`src/loader_pkg.sv`:
```
// shared types and constants for the sound RAM loader
// covers bus word and address widths, request records, the loader FSM
// states and the two fixed register blocks sent on F1 and F2
// every design file refers to these through loader_pkg:: scoped names
`default_nettype none

package loader_pkg;

	//////////////////////////////////////////////////////////////////////
	// widths
	//////////////////////////////////////////////////////////////////////
	localparam int word_w     = 16;
	localparam int ram_addr_w = 20;
	localparam int addr_hi_w  = 4;
	localparam int key_code_w = 9;

	typedef logic [word_w-1:0]     word_t;
	typedef logic [ram_addr_w-1:0] ram_addr_t;
	typedef logic [addr_hi_w-1:0]  addr_hi_t;
	typedef logic [key_code_w-1:0] key_code_t;

	// keyboard event, toggle flips once per new event
	typedef struct packed {
		logic      toggle;
		logic      pressed;
		key_code_t code;
	} key_event_t;

	// one host bus write as the bus master consumes it
	typedef struct packed {
		addr_hi_t addr_hi;
		word_t    addr_lo;
		word_t    data;
		logic     last;
	} write_req_t;

	// multiplexed host bus outputs, controls all active low
	typedef struct packed {
		word_t data;
		logic  ad_n;
		logic  dten_n;
		logic  cs_n;
		logic  we_n;
	} snd_bus_t;

	typedef enum logic [2:0] {
		idle,
		rst_hold,
		dl_wait,
		dl_write,
		cmd_write,
		dl_end
	} loader_state_t;

	//////////////////////////////////////////////////////////////////////
	// preset register blocks
	//////////////////////////////////////////////////////////////////////
	localparam int preset_len      = 8;
	localparam int rst_hold_cycles = 4;

	// scan codes of the trigger keys
	localparam key_code_t key_f1 = 9'h005;
	localparam key_code_t key_f2 = 9'h006;

	// words[0] is written first, at base
	typedef struct packed {
		word_t                    base;
		word_t [0:preset_len-1]   words;
	} preset_t;

	localparam preset_t preset_0 = '{
		base:  16'h0700,
		words: {16'h8500, 16'h0000, 16'h5000, 16'h8000,
			16'h7942, 16'h0700, 16'h0000, 16'h0000}
	};

	localparam preset_t preset_1 = '{
		base:  16'h0760,
		words: {16'h0100, 16'h0300, 16'h030F, 16'h0000,
			16'h0000, 16'h0000, 16'h0000, 16'h0000}
	};

endpackage

`default_nettype wire

```
`src/download_port.sv`:
```
// one-entry buffer between the download stream and the bus master
// takes a word over valid/ready, splits its byte address into the two
// bus address phases, swaps the data bytes and flags the last RAM word
// RAM_ADDR_W sets how many byte-address bits the sound RAM has
`default_nettype none

module download_port #(
	parameter int RAM_ADDR_W = 19
) (
	input  wire                    clk_sys,
	input  wire                    rst,

	// download stream
	input  wire                    dl_valid,
	input  loader_pkg::ram_addr_t  dl_addr,
	input  loader_pkg::word_t      dl_data,
	output logic                   dl_ready,

	// towards the bus master
	output loader_pkg::write_req_t req,
	output logic                   req_valid,
	input  wire                    req_ready
);

	logic full;
	logic full_nxt;
	logic take_in;
	logic give_out;
	loader_pkg::write_req_t req_q;

	assign take_in  = dl_valid && dl_ready;
	assign give_out = req_valid && req_ready;

	// buffer state after this clock
	always_comb begin
		full_nxt = full;
		if (take_in) begin
			full_nxt = 1'b1;
		end else if (give_out) begin
			full_nxt = 1'b0;
		end
	end

	//////////////////////////////////////////////////////////////////////
	// control
	//////////////////////////////////////////////////////////////////////
	// ready is registered so it stays low through reset
	// and comes up one cycle later
	always_ff @(posedge clk_sys) begin
		if (rst) begin
			full     <= 1'b0;
			dl_ready <= 1'b0;
		end else begin
			full     <= full_nxt;
			dl_ready <= !full_nxt;
		end
	end

	//////////////////////////////////////////////////////////////////////
	// payload
	//////////////////////////////////////////////////////////////////////
	always_ff @(posedge clk_sys) begin
		if (take_in) begin
			// phase 1 carries only bits 18..16
			req_q.addr_hi <= {1'b0, dl_addr[18:16]};
			// word address, byte lane bit dropped
			req_q.addr_lo <= {dl_addr[15:1], 1'b0};
			// chip expects the bytes the other way round
			req_q.data    <= {dl_data[7:0], dl_data[15:8]};
			// top word of RAM ends the download
			req_q.last    <= &dl_addr[RAM_ADDR_W-1:1];
		end
	end

	assign req       = req_q;
	assign req_valid = full;

endmodule

`default_nettype wire

```
`src/preset_sequencer.sv`:
```
// plays one of two fixed register blocks on an F1 or F2 key event
// each block becomes preset_len write requests to consecutive words
// from the preset base, handed to the bus master over valid/ready
// one block at most is pending, keys are dropped while it plays
`default_nettype none

module preset_sequencer (
	input  wire                    clk_sys,
	input  wire                    rst,

	input  loader_pkg::key_event_t key,

	output loader_pkg::write_req_t req,
	output logic                   req_valid,
	input  wire                    req_ready
);

	localparam int idx_w = $clog2(loader_pkg::preset_len);
	localparam logic [idx_w-1:0] idx_last = idx_w'(loader_pkg::preset_len - 1);

	logic             toggle_q;
	logic             new_event;
	logic             hit_f1;
	logic             hit_f2;
	logic             busy;
	logic             sel_1;
	logic [idx_w-1:0] idx;
	logic             is_last;
	loader_pkg::preset_t cur_preset;

	//////////////////////////////////////////////////////////////////////
	// key event detect
	//////////////////////////////////////////////////////////////////////
	// toggle edge with the key held down counts as a new press
	assign new_event = (key.toggle != toggle_q) && key.pressed;
	assign hit_f1    = key.code == loader_pkg::key_f1;
	assign hit_f2    = key.code == loader_pkg::key_f2;

	//////////////////////////////////////////////////////////////////////
	// block playback
	//////////////////////////////////////////////////////////////////////
	always_ff @(posedge clk_sys) begin
		if (rst) begin
			toggle_q <= 1'b0;
			busy     <= 1'b0;
			sel_1    <= 1'b0;
			idx      <= '0;
		end else begin
			toggle_q <= key.toggle;
			if (!busy) begin
				// only the two function keys start a block
				if (new_event && (hit_f1 || hit_f2)) begin
					busy  <= 1'b1;
					sel_1 <= hit_f2;
					idx   <= '0;
				end
			end else if (req_ready) begin
				// word accepted by the master
				if (is_last) begin
					busy <= 1'b0;
				end else begin
					idx <= idx + 1'b1;
				end
			end
		end
	end

	//////////////////////////////////////////////////////////////////////
	// request build
	//////////////////////////////////////////////////////////////////////
	// all of it comes from registers, stable while valid waits
	assign cur_preset = sel_1 ? loader_pkg::preset_1 : loader_pkg::preset_0;
	assign is_last    = idx == idx_last;

	always_comb begin
		req.addr_hi = '0;
		// word index to byte offset
		req.addr_lo = cur_preset.base + (loader_pkg::word_t'(idx) << 1);
		req.data    = cur_preset.words[idx];
		req.last    = is_last;
	end

	assign req_valid = busy;

endmodule

`default_nettype wire

```
`src/host_bus_master.sv`:
```
// loader FSM and host bus master for the sound chip
// accepts write requests from the download port or the preset
// sequencer, downloads first, and runs each one as a four-phase
// multiplexed bus write paced by an internal strobe
// also holds the chip and sound CPU resets around a download
`default_nettype none

module host_bus_master (
	input  wire                    clk_sys,
	input  wire                    rst,

	input  wire                    dl_active,

	input  loader_pkg::write_req_t dl_req,
	input  wire                    dl_req_valid,
	output logic                   dl_req_ready,

	input  loader_pkg::write_req_t cmd_req,
	input  wire                    cmd_req_valid,
	output logic                   cmd_req_ready,

	output loader_pkg::snd_bus_t   snd_bus,
	input  wire                    snd_rdy_n,

	output logic                   snd_rst_n,
	output logic                   cpu_rst_n
);

	localparam int hold_w = $clog2(loader_pkg::rst_hold_cycles);
	localparam logic [hold_w-1:0] hold_last = hold_w'(loader_pkg::rst_hold_cycles - 1);

	loader_pkg::loader_state_t state;
	loader_pkg::write_req_t    cur_req;
	loader_pkg::snd_bus_t      bus_q;

	logic              strobe;
	logic [1:0]        step;
	logic [hold_w-1:0] hold_cnt;
	logic              dl_take;
	logic              cmd_take;
	logic              in_write;
	logic              phase_go;
	logic              write_done;

	//////////////////////////////////////////////////////////////////////
	// handshakes
	//////////////////////////////////////////////////////////////////////
	// stream words only between writes of a download
	assign dl_req_ready  = state == loader_pkg::dl_wait;
	// commands only when no download is running
	assign cmd_req_ready = (state == loader_pkg::idle) && !dl_active;

	assign dl_take  = dl_req_valid && dl_req_ready;
	assign cmd_take = cmd_req_valid && cmd_req_ready;

	assign in_write   = (state == loader_pkg::dl_write) || (state == loader_pkg::cmd_write);
	assign phase_go   = in_write && strobe;
	// phase 4 ends on a strobe with ready seen low
	assign write_done = phase_go && (step == 2'd3) && !snd_rdy_n;

	//////////////////////////////////////////////////////////////////////
	// loader FSM and reset sequencing
	//////////////////////////////////////////////////////////////////////
	always_ff @(posedge clk_sys) begin
		if (rst) begin
			state        <= loader_pkg::idle;
			strobe       <= 1'b0;
			step         <= 2'd0;
			hold_cnt     <= '0;
			snd_rst_n    <= 1'b1;
			cpu_rst_n    <= 1'b1;
			bus_q.ad_n   <= 1'b1;
			bus_q.dten_n <= 1'b1;
			bus_q.cs_n   <= 1'b1;
			bus_q.we_n   <= 1'b1;
		end else begin
			// high every second cycle
			strobe <= !strobe;

			case (state)
				loader_pkg::idle: begin
					hold_cnt <= '0;
					step     <= 2'd0;
					// download wins over a waiting command
					if (dl_active) begin
						snd_rst_n <= 1'b0;
						cpu_rst_n <= 1'b0;
						state     <= loader_pkg::rst_hold;
					end else if (cmd_take) begin
						state <= loader_pkg::cmd_write;
					end
				end

				loader_pkg::rst_hold: begin
					hold_cnt <= hold_cnt + 1'b1;
					if (hold_cnt == hold_last) begin
						// chip out of reset, CPU stays held
						snd_rst_n <= 1'b1;
						state     <= loader_pkg::dl_wait;
					end
				end

				loader_pkg::dl_wait: begin
					if (dl_take) begin
						state <= loader_pkg::dl_write;
					end else if (!dl_active) begin
						// stream closed early
						state <= loader_pkg::dl_end;
					end
				end

				loader_pkg::dl_write, loader_pkg::cmd_write: begin
					if (phase_go) begin
						case (step)
							2'd0: begin
								// address high
								bus_q.cs_n <= 1'b0;
								bus_q.we_n <= 1'b0;
								step       <= 2'd1;
							end
							2'd1: begin
								// address low
								step <= 2'd2;
							end
							2'd2: begin
								// data phase
								bus_q.ad_n   <= 1'b0;
								bus_q.dten_n <= 1'b0;
								step         <= 2'd3;
							end
							default: begin
								// hold until the chip answers
								if (!snd_rdy_n) begin
									bus_q.ad_n   <= 1'b1;
									bus_q.dten_n <= 1'b1;
									bus_q.cs_n   <= 1'b1;
									bus_q.we_n   <= 1'b1;
									step         <= 2'd0;
								end
							end
						endcase
					end
					if (write_done) begin
						if (state == loader_pkg::cmd_write) begin
							state <= loader_pkg::idle;
						end else if (cur_req.last) begin
							state <= loader_pkg::dl_end;
						end else begin
							state <= loader_pkg::dl_wait;
						end
					end
				end

				loader_pkg::dl_end: begin
					// sound CPU runs once the stream is closed
					if (!dl_active) begin
						cpu_rst_n <= 1'b1;
						state     <= loader_pkg::idle;
					end
				end

				default: begin
					state <= loader_pkg::idle;
				end
			endcase
		end
	end

	//////////////////////////////////////////////////////////////////////
	// request latch and bus data
	//////////////////////////////////////////////////////////////////////
	always_ff @(posedge clk_sys) begin
		if (dl_take) begin
			cur_req <= dl_req;
		end else if (cmd_take) begin
			cur_req <= cmd_req;
		end
	end

	// multiplexed data lines follow the phase
	always_ff @(posedge clk_sys) begin
		if (phase_go) begin
			case (step)
				2'd0:    bus_q.data <= {12'h000, cur_req.addr_hi};
				2'd1:    bus_q.data <= cur_req.addr_lo;
				2'd2:    bus_q.data <= cur_req.data;
				default: begin
					if (!snd_rdy_n) begin
						bus_q.data <= '0;
					end
				end
			endcase
		end
	end

	assign snd_bus = bus_q;

endmodule

`default_nettype wire

```
`src/sound_loader_top.sv`:
```
// sound RAM loader top level
// connects the download port and the preset sequencer to the one
// host bus master and passes the sound RAM size down
`default_nettype none

module sound_loader_top #(
	parameter int RAM_ADDR_W = 19
) (
	input  wire                    clk_sys,
	input  wire                    rst,

	// download stream
	input  wire                    dl_active,
	input  wire                    dl_valid,
	input  loader_pkg::ram_addr_t  dl_addr,
	input  loader_pkg::word_t      dl_data,
	output logic                   dl_ready,

	// keyboard
	input  loader_pkg::key_event_t key,

	// sound chip host bus and resets
	output loader_pkg::snd_bus_t   snd_bus,
	input  wire                    snd_rdy_n,
	output logic                   snd_rst_n,
	output logic                   cpu_rst_n
);

	loader_pkg::write_req_t dl_req;
	logic                   dl_req_valid;
	logic                   dl_req_ready;
	loader_pkg::write_req_t cmd_req;
	logic                   cmd_req_valid;
	logic                   cmd_req_ready;

	// stream words into bus requests
	download_port #(
		.RAM_ADDR_W(RAM_ADDR_W)
	) u_download (
		.clk_sys   (clk_sys),
		.rst       (rst),
		.dl_valid  (dl_valid),
		.dl_addr   (dl_addr),
		.dl_data   (dl_data),
		.dl_ready  (dl_ready),
		.req       (dl_req),
		.req_valid (dl_req_valid),
		.req_ready (dl_req_ready)
	);

	// F1/F2 register blocks
	preset_sequencer u_preset (
		.clk_sys   (clk_sys),
		.rst       (rst),
		.key       (key),
		.req       (cmd_req),
		.req_valid (cmd_req_valid),
		.req_ready (cmd_req_ready)
	);

	host_bus_master u_master (
		.clk_sys       (clk_sys),
		.rst           (rst),
		.dl_active     (dl_active),
		.dl_req        (dl_req),
		.dl_req_valid  (dl_req_valid),
		.dl_req_ready  (dl_req_ready),
		.cmd_req       (cmd_req),
		.cmd_req_valid (cmd_req_valid),
		.cmd_req_ready (cmd_req_ready),
		.snd_bus       (snd_bus),
		.snd_rdy_n     (snd_rdy_n),
		.snd_rst_n     (snd_rst_n),
		.cpu_rst_n     (cpu_rst_n)
	);

endmodule

`default_nettype wire

```
`config.mk`:
```
export PLATFORM = sky130hd
export DESIGN_NAME = sound_loader_top
export DESIGN_NICKNAME = d
export VERILOG_FILES = /design/src/loader_pkg.sv /design/src/download_port.sv /design/src/preset_sequencer.sv /design/src/host_bus_master.sv /design/src/sound_loader_top.sv
export SDC_FILE = /design/constraint.sdc
export NUM_CORES = 1
export LEC_CHECK = 0
export ABC_CLOCK_PERIOD_IN_PS = 5090
export BUFFER_PORTS_ARGS = -buffer_cell sky130_fd_sc_hd__buf_2
export CORE_UTILIZATION = 55
export CTS_CLUSTER_DIAMETER = 150
export DETAILED_ROUTE_END_ITERATION = 6
export PLACE_DENSITY = 0.79
export SETUP_SLACK_MARGIN = 0.5
export SKIP_CTS_REPAIR_TIMING = 1
export SLEW_MARGIN = 25
export SYNTH_ARGS = -nofsm -noshare
export SYNTH_HDL_FRONTEND = slang
export SYNTH_SLANG_ARGS = --single-unit
export TNS_END_PERCENT = 1
```
`constraint.sdc`:
```
create_clock -name clk_sys -period 5.09 [get_ports clk_sys]
set_input_delay 0.509 -clock clk_sys [delete_from_list [all_inputs] [get_ports clk_sys]]
set_output_delay 0.509 -clock clk_sys [all_outputs]
set_load 0.05 [all_outputs]
```
==> impl_metrics.csv, run 1 <==
group,metric,value,unit
outcome,status,"finished, final reports clean",
timing,relSlewSlack,52.42,%
timing,finalSetupViolations,0,
final_layout,area_delta_synth_final,15.05,%
setup_path,startpoint_type,"flop",
worst_hold_path,hold_path.class,"in -> reg",
final_layout,nets,459,
setup_path,cp_slowest_stage_delay,0.64,ns
timing,fin_crit_sh,41.39,%
floorplanning,die_h,91.18,µm
routing,vias,2823,
routing,wl,7.785,mm
setup_path,cp_max_fo,44,
final_layout,fin_area,5032,µm²
timing,fmax,474.6,MHz
logic_synthesis,synth_edf_count,86,
logic_synthesis,yosysUniqueCellTypes,53,
placement,globalplace.congestion,0.7987,
setup_path,crit_arrival,2.23,ns
floorplanning,die_w,91.18,µm
logic_synthesis,synth_fp_nets,392,
logic_synthesis,synthArstFlopShare,0,%
logic_synthesis,seq_area_frac_synth,68.19,%
routing,first_pass_iters,5,
setup_path,worstSetupPathType,"reg -> reg",
clock_tree,cts_max_level,3,
final_layout,antenna_cells,0,
pwr,irDropWorstVdd,0.0001743,V
logic_synthesis,syn_inst,333,
pwr,p_leak,1.886,nW
floorplanning,rows,32,
floorplanning,io_pins,75,
global_route,antenna_found_initial,0,
timing,period_needed,2.107,ns
placement,dp_hpwl,5.305,mm
floorplanning,start_util,56.61,%
floorplanning,core-area,7727,µm²
timing,rsz0062_at_grt,"false",
logic_synthesis,synth-seq-cells,106,
logic_synthesis,netlist_top_cells_count,"86 x edfxtp_1, 33 x nor2_1, 24 x nand2_1, 20 x dfxtp_1",
setup_path,end_kind,"flop",
routing,drt_iter0_drc,203,
logic_synthesis,synth_area_per_cell,13.14,µm²
pwr,power_per_cell_area,364.4,nW/µm²
clock_tree,cts_root_buffer,"clkbuf_8",
setup_path,critPathTopFamily,"flip-flops",
setup_path,crit_required,5.21,ns
logic_synthesis,yosysWarnings,0,
global_route,grt_overflow_total,0,
clock_tree,clock_path_buffers,2,
timing,hold_viol_final,0,
global_route,grt_max_degree,45,
placement,port_buffers,72,
logic_synthesis,synth_area_leaders,"edfxtp_1 59%, dfxtp_1 9.2%, nor2_1 2.8%",
timing,maxSlewViolCount,0,
timing,tns,0,ns
setup_path,crit_chain,"nand2_1, nor3_4, buf_4, mux2_2",
placement,place_area,4810,µm²
routing,vias_per_cell,5.568,
clock_tree,cts_tree,"done",
global_route,grt_usage,19.71,%
clock_tree,cts_buffers,9,
global_route,first_global_vias,2484,
final_layout,drive_above_1_share,25.19,%
run,maxCapViolations,0,
clock_tree,worstSkewPairLatency,0.37,ns
setup_path,timing.critical_path.buf_inv,1,
logic_synthesis,synth.most_common_cell,"edfxtp_1",
global_route,grt_pass1_wl,12.18,mm
clock_tree,cts.sinks,106,
logic_synthesis,synth_flop_cell,"edfxtp_1",
floorplanning,dieArea,8314,µm²
logic_synthesis,synth_area_leader_cell,"edfxtp_1",
routing,ant_nets,0,
setup_path,critPathSlowestCell,"dfxtp_1",
timing,tightest_slew,0.7136,ns
logic_synthesis,synth.cell_area,4374,µm²
routing,avgRoutedWirePerCell,15.36,µm
clock_tree,clkTransAtPathRegs,0.10,ns
logic_synthesis,synth_top_area_share,59.04,%
timing,finClkSkew,0.01040,ns
routing,drc,0,
## state kept, by name, indices dropped and copies added, names as in the netlist, 2 cells and up
signal / cells
u_download.req: 35
u_master.cur_req: 35
u_master.snd_bus: 18
u_master.state: 3
u_preset.idx: 3
u_master.hold_cnt: 2
u_master.step: 2
## cells by family (layout without fill, tap and decap cells)
kind of cell	count (synthesis)	count (layout)	synth area share [%]
AND/OR/NAND/NOR	114	114	13.79
XOR/XNOR	4	4	0.8011
adder cells (fa/ha/maj)	7	7	2.002
flip-flops	106	106	68.19
AO/OA/AOI/OAI	71	71	11.47
multiplexers	5	5	1.259
buffers and inverters	26	98	2.488
## layer usage
layer	wire (µm)	share of wire, %	vias to the layer above	track usage (%)
met5	0	0	-	0
met4	162	2.1	0	8.730
met3	416	5.3	10	4.355
met2	3808	49	89	31.38
met1	3398	44	1347	26.16
li1	-	-	1377	-
## layout by cell type, fill, tap and decap left out, drive strengths merged, types with 4 or more instances in the layout
master / instances
o31ai: 4
clkbuf: 9
ha: 7
o211ai: 5
nor2: 34
and2: 15
a21oi: 10
a21o: 10
nor3: 6
nand2b: 8
mux2: 4
dfxtp: 20
a22oi: 15
nand4: 4
nand3: 4
nand2: 24
edfxtp: 86
o21ai: 10
inv: 10
buf: 76
## power by group
group	internal (mW)	leakage (nW)	switching, mW
logic	0.0939	0.884	0.166
clock network	0.238	0.108	0.295
registers	0.992	0.895	0.0483
## final timing paths
| kind | startpoint | to | slack [ns] | depth (start not counted) |
|---|---|---|---|---|
| worst max-delay path | u_master.state[1]$_SDFFE_PP0P_ | u_master.cur_req[20]$_DFFE_PP_ | 2.98 | 4 |
| worst min register to register | u_master.strobe$_SDFF_PP0_ | u_master.strobe$_SDFF_PP0_ | 0.47 | 1 |
| worst max register to register | u_master.state[1]$_SDFFE_PP0P_ | u_master.cur_req[20]$_DFFE_PP_ | 2.98 | 4 |
| worst min-delay path | dl_data[12] | u_download.req[5]$_DFFE_PP_ | 0.31 | 1 |
## area by class of cell
cell class | count | area (µm²)
multi-input cells | 201 | 1294
clock inverters | 7 | 83.83
flip-flops and latches | 106 | 2983
fillers | 560 | 2695
well taps | 102 | 127.6
inverters | 6 | 22.52
repair buffers | 76 | 397.9
clock buffers | 9 | 123.9
## stage by stage
stage | cells | util [%] | total power, mW | worst slack, ns | hold slack, ns
floorplan | 333 | - | 1.249 | 1.248 | 0.4249
detailed placement | 490 | 62.24 | 1.320 | 2.769 | 0.4433
global placement | 490 | 62.24 | 1.312 | 2.809 | 0.4392
finish | 507 | 65.12 | 1.834 | 2.983 | 0.3096
CTS | 506 | 64.93 | 1.844 | 2.866 | 0.2954
global route | 507 | 65.12 | 1.905 | 2.849 | 0.2946
(Power assumes the default switching activity.)
==> run 2, diff against run 1 <==
--- a/config.mk
+++ b/config.mk
@@ -5,12 +5,12 @@
 export SDC_FILE = /design/constraint.sdc
 export NUM_CORES = 1
 export LEC_CHECK = 0
-export ABC_CLOCK_PERIOD_IN_PS = 5090
+export ABC_CLOCK_PERIOD_IN_PS = 1900
 export BUFFER_PORTS_ARGS = -buffer_cell sky130_fd_sc_hd__buf_2
-export CORE_UTILIZATION = 55
+export CORE_UTILIZATION = 50
 export CTS_CLUSTER_DIAMETER = 150
 export DETAILED_ROUTE_END_ITERATION = 6
-export PLACE_DENSITY = 0.79
+export PLACE_DENSITY = 0.76
 export SETUP_SLACK_MARGIN = 0.5
 export SKIP_CTS_REPAIR_TIMING = 1
 export SLEW_MARGIN = 25
==> constraint.sdc (replaced) <==
create_clock -name clk_sys -period 1.9 [get_ports clk_sys]
set_input_delay 0.19 -clock clk_sys [delete_from_list [all_inputs] [get_ports clk_sys]]
set_output_delay 0.19 -clock clk_sys [all_outputs]
set_load 0.05 [all_outputs]
==> run 2 against run 1 <==
Compared with the run above:
- critical path depth rose by 1
- utilization rose by 3.0 points
- sequential power rose to 2.7 times the previous value
- setup slack got worse by 2.6 ns
- die area rose by 9.8%
- flip-flop and latch count did not move
- non-clock buffer count rose by 47
- wire length rose by 18%
- hold slack got worse by 0.30 ns
- clock skew fell by 0.00077 ns
- design area rose by 13%
==> impl_metrics.csv, run 2 (synthesis results as in run 1) <==
group,metric,value,unit
final_layout,fillerInstances,587,
routing,vias,3062,
setup_path,timing.critical_path.buf_inv,1,
timing,rsz0062_at_grt,"true",
global_route,grt_max_degree,45,
setup_path,startpoint_type,"flop",
final_layout,layout_common_cells,"86 x edfxtp_1, 72 x buf_2, 31 x nor2_1",
worst_hold_path,min_path_cells,1,
floorplanning,die_w,95.53,µm
global_route,first_global_vias,2623,
routing,ant_nets,0,
timing,fin_crit_sh,80.69,%
routing,drt_iter0_drc,203,
final_layout,nets,506,
global_route,antenna_found_initial,0,
pwr,irDropWorstVdd,0.0005769,V
timing,maxSlewViolCount,0,
final_layout,antenna_cells,0,
final_layout,area_delta_synth_final,29.86,%
setup_path,critPathSlowestCell,"or4_1",
setup_path,worstSetupPathType,"reg -> reg",
setup_path,cp_max_fo,7,
clock_tree,clock_path_buffers,2,
routing,avgRoutedWirePerCell,16.49,µm
timing,relSlewSlack,68.46,%
setup_path,crit_chain,"buf_4, and3b_2, o21ai_4, or4_1, a22oi_1",
clock_tree,cts.sinks,106,
placement,place_area,4911,µm²
setup_path,rr_startpoint,"u_master.state[2]$_SDFFE_PP0P_",
run,maxCapViolations,0,
final_layout,final_common_cell,"edfxtp_1",
global_route,grt_overflow_total,0,
pwr,p_leak,2.176,nW
setup_path,timing.rr.end,"u_master.snd_bus[2]$_SDFFE_PP1P_",
routing,drc,0,
clock_tree,cts_max_level,3,
setup_path,cp_slowest_stage_delay,0.40,ns
timing,tightest_slew,0.4687,ns
timing,finalSetupViolations,0,
timing,finClkSkew,0.009630,ns
routing,first_pass_iters,4,
worst_hold_path,worstHoldStart,"dl_addr[3]",
clock_tree,worstSkewPairLatency,0.37,ns
routing,vias_per_cell,5.507,
global_route,grt_usage,19.07,%
worst_hold_path,hold_end,"u_download.req[20]$_DFFE_PP_",
setup_path,r2r_cells,5,
placement,port_buffers,72,
setup_path,end_kind,"flop",
global_route,grt_pass1_wl,12.68,mm
floorplanning,rows,33,
timing,tns,0,ns
setup_path,crit_required,2.19,ns
clock_tree,cts_buffers,9,
placement,globalplace.congestion,0.7523,
floorplanning,die_h,95.53,µm
timing,fmax,652.3,MHz
floorplanning,core-area,8341,µm²
clock_tree,cts_root_buffer,"clkbuf_8",
worst_hold_path,hold_path.class,"in -> reg",
floorplanning,dieArea,9126,µm²
setup_path,critPathTopFamily,"simple AND/OR/NAND/NOR gates",
pwr,finalPower,5.220,mW
clock_tree,clkTransAtPathRegs,0.09,ns
final_layout,fin_area,5680,µm²
clock_tree,cts_tree,"done",
floorplanning,start_util,52.45,%
setup_path,crit_arrival,1.83,ns
pwr,power_per_cell_area,919.0,nW/µm²
placement,dp_hpwl,5.553,mm
outcome,status,"finished, final reports clean",
setup_path,rrSetupSlack,0.37,ns
final_layout,drive_above_1_share,32.59,%
routing,wl,9.171,mm
timing,hold_viol_final,0,
timing,period_needed,1.533,ns
floorplanning,io_pins,75,
## run 2: cell count changes in the layout (fill, tap and decap cells not counted), moves of 4 or more
cell	before	now
clkbuf_16	0	4
buf_12	0	4
dlygate4sd3_1	0	21
dfxtp_4	0	4
dfxtp_1	20	13
buf_4	3	20
## run 2: final cells by class
cell class              count  area [µm²]  share of cell area, %
flip-flops and latches    106        3002                  52.84
multi-input cells         201        1388                  24.43
repair buffers            123       923.4                  16.26
well taps                 105       131.4                  2.313
clock buffers              10       127.6                  2.247
clock inverters             5       86.33                  1.520
inverters                   6       22.52                 0.3965
## run 2: worst max path at each step
stage | from | to | depth (start not counted)
2_1_floorplan | u_master.state[2]$_SDFFE_PP0P_ | u_master.cur_req[0]$_DFFE_PP_ | 3
3_3_place_gp | u_master.state[2]$_SDFFE_PP0P_ | u_master.cur_req[19]$_DFFE_PP_ | 4
3_5_place_dp | u_master.state[2]$_SDFFE_PP0P_ | u_master.cur_req[20]$_DFFE_PP_ | 4
4_1_cts | u_preset.idx[1]$_SDFFE_PP0P_ | u_preset.idx[0]$_SDFFE_PP0P_ | 5
5_1_grt | u_master.step[0]$_SDFFE_PP0P_ | u_master.snd_bus[5]$_DFFE_PP_ | 4
6_report | u_master.state[2]$_SDFFE_PP0P_ | u_master.snd_bus[2]$_SDFFE_PP1P_ | 5
## run 2: report_power, final
| group | internal [mW] | switching, mW |
|---|---|---|
| logic | 0.397 | 0.545 |
| registers | 2.67 | 0.111 |
| clock network | 0.748 | 0.753 |
| total | 3.81 | 1.41 |
## run 2: metrics by stage
step	util (%)	worst slack [ns]	instances	hold WS [ns]
after floorplan	-	0.2323	333	0.2889
after global routing	68.11	0.3340	556	0.0001936
after CTS	61.45	0.2040	515	-0.02230
after detailed placement	58.88	0.2377	500	0.3681
final	68.11	0.3669	556	0.007272
after global placement	58.88	0.2814	500	0.3671
## run 2: per-layer routing
layer / track usage [%] / part of all wire [%] / vias up
met4: 8.582 / 1.4 / 0
met2: 30.95 / 51 / 93
met1: 24.70 / 42 / 1487
li1: - / - / 1473
met3: 3.987 / 5.4 / 9
met5: 0 / 0 / -
==> run 3, diff against run 2 <==
--- a/config.mk
+++ b/config.mk
@@ -5,12 +5,12 @@
 export SDC_FILE = /design/constraint.sdc
 export NUM_CORES = 1
 export LEC_CHECK = 0
-export ABC_CLOCK_PERIOD_IN_PS = 1900
+export ABC_CLOCK_PERIOD_IN_PS = 1500
 export BUFFER_PORTS_ARGS = -buffer_cell sky130_fd_sc_hd__buf_2
-export CORE_UTILIZATION = 50
+export CORE_UTILIZATION = 55
 export CTS_CLUSTER_DIAMETER = 150
 export DETAILED_ROUTE_END_ITERATION = 6
-export PLACE_DENSITY = 0.76
+export PLACE_DENSITY = 0.79
 export SETUP_SLACK_MARGIN = 0.5
 export SKIP_CTS_REPAIR_TIMING = 1
 export SLEW_MARGIN = 25
==> constraint.sdc (replaced) <==
create_clock -name clk_sys -period 1.5 [get_ports clk_sys]
set_input_delay 0.15 -clock clk_sys [delete_from_list [all_inputs] [get_ports clk_sys]]
set_output_delay 0.15 -clock clk_sys [all_outputs]
set_load 0.05 [all_outputs]
==> run 3 against run 2 <==
Compared with the run above:
- flip-flop and latch count is the same
- design area grew 4.8%
- critical path type unchanged
- clock power grew 15%
- the flow now finishes with violations (setup timing)
- sequential power grew 27%
- maximum frequency grew 1.8%
- sequential share of layout area shrank 2.4 points
- critical path depth is the same
- combinational power grew 48%
- first-iteration DRC count shrank 9.4%
- utilization grew 8.9 points
==> impl_metrics.csv, run 3 (synthesis results as in run 1) <==
group,metric,value,unit
outcome,status,"finished, violations left",
outcome,violations,"setup timing",
final_layout,regArea,3004,µm²
routing,drc,0,
routing,drt_iter0_drc,184,
final_layout,fillerInstances,438,
final_layout,fin_area,5953,µm²
final_layout,layout_common_cells,"86 x edfxtp_1, 49 x buf_2, 34 x dlygate4sd3_1",
floorplanning,start_util,56.61,%
floorplanning,core-area,7727,µm²
final_layout,drive_above_1_share,36.13,%
timing,maxSlewViolCount,0,
timing,tightest_slew,0.7446,ns
floorplanning,rows,32,
final_layout,final_common_cell,"edfxtp_1",
routing,vias_per_cell,5.672,
setup_path,crit_required,1.75,ns
worst_hold_path,hold_path.class,"in -> reg",
routing,avgRoutedWirePerCell,16.80,µm
placement,dp_hpwl,5.952,mm
global_route,first_global_vias,2809,
placement,port_buffers,72,
placement,dp_slack,-0.002989,ns
timing,period_needed,1.506,ns
global_route,grt_usage,21.23,%
final_layout,layout.cells.non_filler,567,
run,maxCapViolations,0,
timing,finalSetupViolations,1,
final_layout,multi_input_comb_area,1459,µm²
routing,first_pass_iters,6,
timing,rsz0062_at_grt,"true",
timing,hold_viol_final,0,
placement,dp_cells,517,
timing,relSlewSlack,50.00,%
pwr,p_leak,2.231,nW
global_route,grt_overflow_total,0,
placement,globalplace.congestion,0.8145,
final_layout,utilization,77.04,%
setup_path,cp_max_fo,5,
timing,setup_ws,-0.005956,ns
floorplanning,io_pins,75,
routing,ant_nets,0,
clock_tree,cts_tree,"done",
timing,fin_crit_sh,100.4,%
pwr,power_per_cell_area,1118,nW/µm²
clock_tree,cts.sinks,106,
timing,finClkSkew,0.006462,ns
routing,wl,9.524,mm
final_layout,nets,519,
global_route,antenna_found_initial,0,
clock_tree,clkTransAtPathRegs,0.10,ns
pwr,irDropWorstVdd,0.0008856,V
clock_tree,cts_root_buffer,"clkbuf_8",
final_layout,area_delta_synth_final,36.10,%
global_route,grt_pass1_wl,13.48,mm
floorplanning,dieArea,8314,µm²
clock_tree,cts_max_level,3,
setup_path,end_kind,"flop",
final_layout,antenna_cells,0,
floorplanning,die_h,91.18,µm
setup_path,startpoint_type,"flop",
placement,place_area,5070,µm²
routing,vias,3216,
global_route,grt_max_degree,37,
timing,fmax,664.0,MHz
floorplanning,die_w,91.18,µm
clock_tree,cts_buffers,9,
clock_tree,worstSkewPairLatency,0.36,ns
setup_path,worstSetupPathType,"reg -> reg",
clock_tree,clock_path_buffers,2,
setup_path,crit_arrival,1.76,ns
## run 3: per-layer routing
layer / wire length, µm / share of wire [%] / GRT usage (%)
met5: 0 / 0 / 0
met4: 144 / 1.5 / 8.201
met3: 437 / 4.6 / 3.601
met2: 5065 / 53 / 36.11
met1: 3876 / 41 / 27.29
## run 3: through the flow
step                      hold slack (ns)  setup TNS (ns)  power (mW)
final                             0.05572       -0.005956       6.654
after global routing              0.05920         -0.9666       6.885
after CTS                        -0.04957         -0.1071       6.309
after detailed placement           0.3281       -0.004776       4.648
after global placement             0.3272               0       4.603
after floorplan                    0.2489          -13.07       4.271
## run 3: worst max-delay path, stage by stage, from the launching register on
cell and delay [ns]:
dfxtp_2 0.33, ha_2 0.18, ha_2 0.19, nand4b_1 0.25, buf_6 0.20, o31ai_1 0.26
## run 3: final timing paths
path	startpoint	to	slack, ns	cells past startpoint
setup / recovery	u_preset.idx[0]$_SDFFE_PP0P_	u_preset.idx[2]$_SDFFE_PP0P_	-0.006	5
setup reg to reg	u_preset.idx[0]$_SDFFE_PP0P_	u_preset.idx[2]$_SDFFE_PP0P_	-0.006	5
hold / removal	key[10]	u_preset.toggle_q$_SDFF_PP0_	0.06	2
hold reg to reg	u_master.strobe$_SDFF_PP0_	u_master.strobe$_SDFF_PP0_	0.49	1
## run 3: where the power goes
part	switching [mW]	internal (mW)
sequential	0.144	3.39
clock	0.955	0.776
combinational	0.750	0.643
total	1.85	4.81
## run 3: layout make-up
class | count | area share, %
clock buffer | 10 | 2.144
clock inverter | 6 | 1.114
multi-input combinational | 201 | 24.51
tap | 102 | 2.144
inverter | 6 | 0.3783
sequential | 106 | 50.46
timing repair buffer | 136 | 19.25
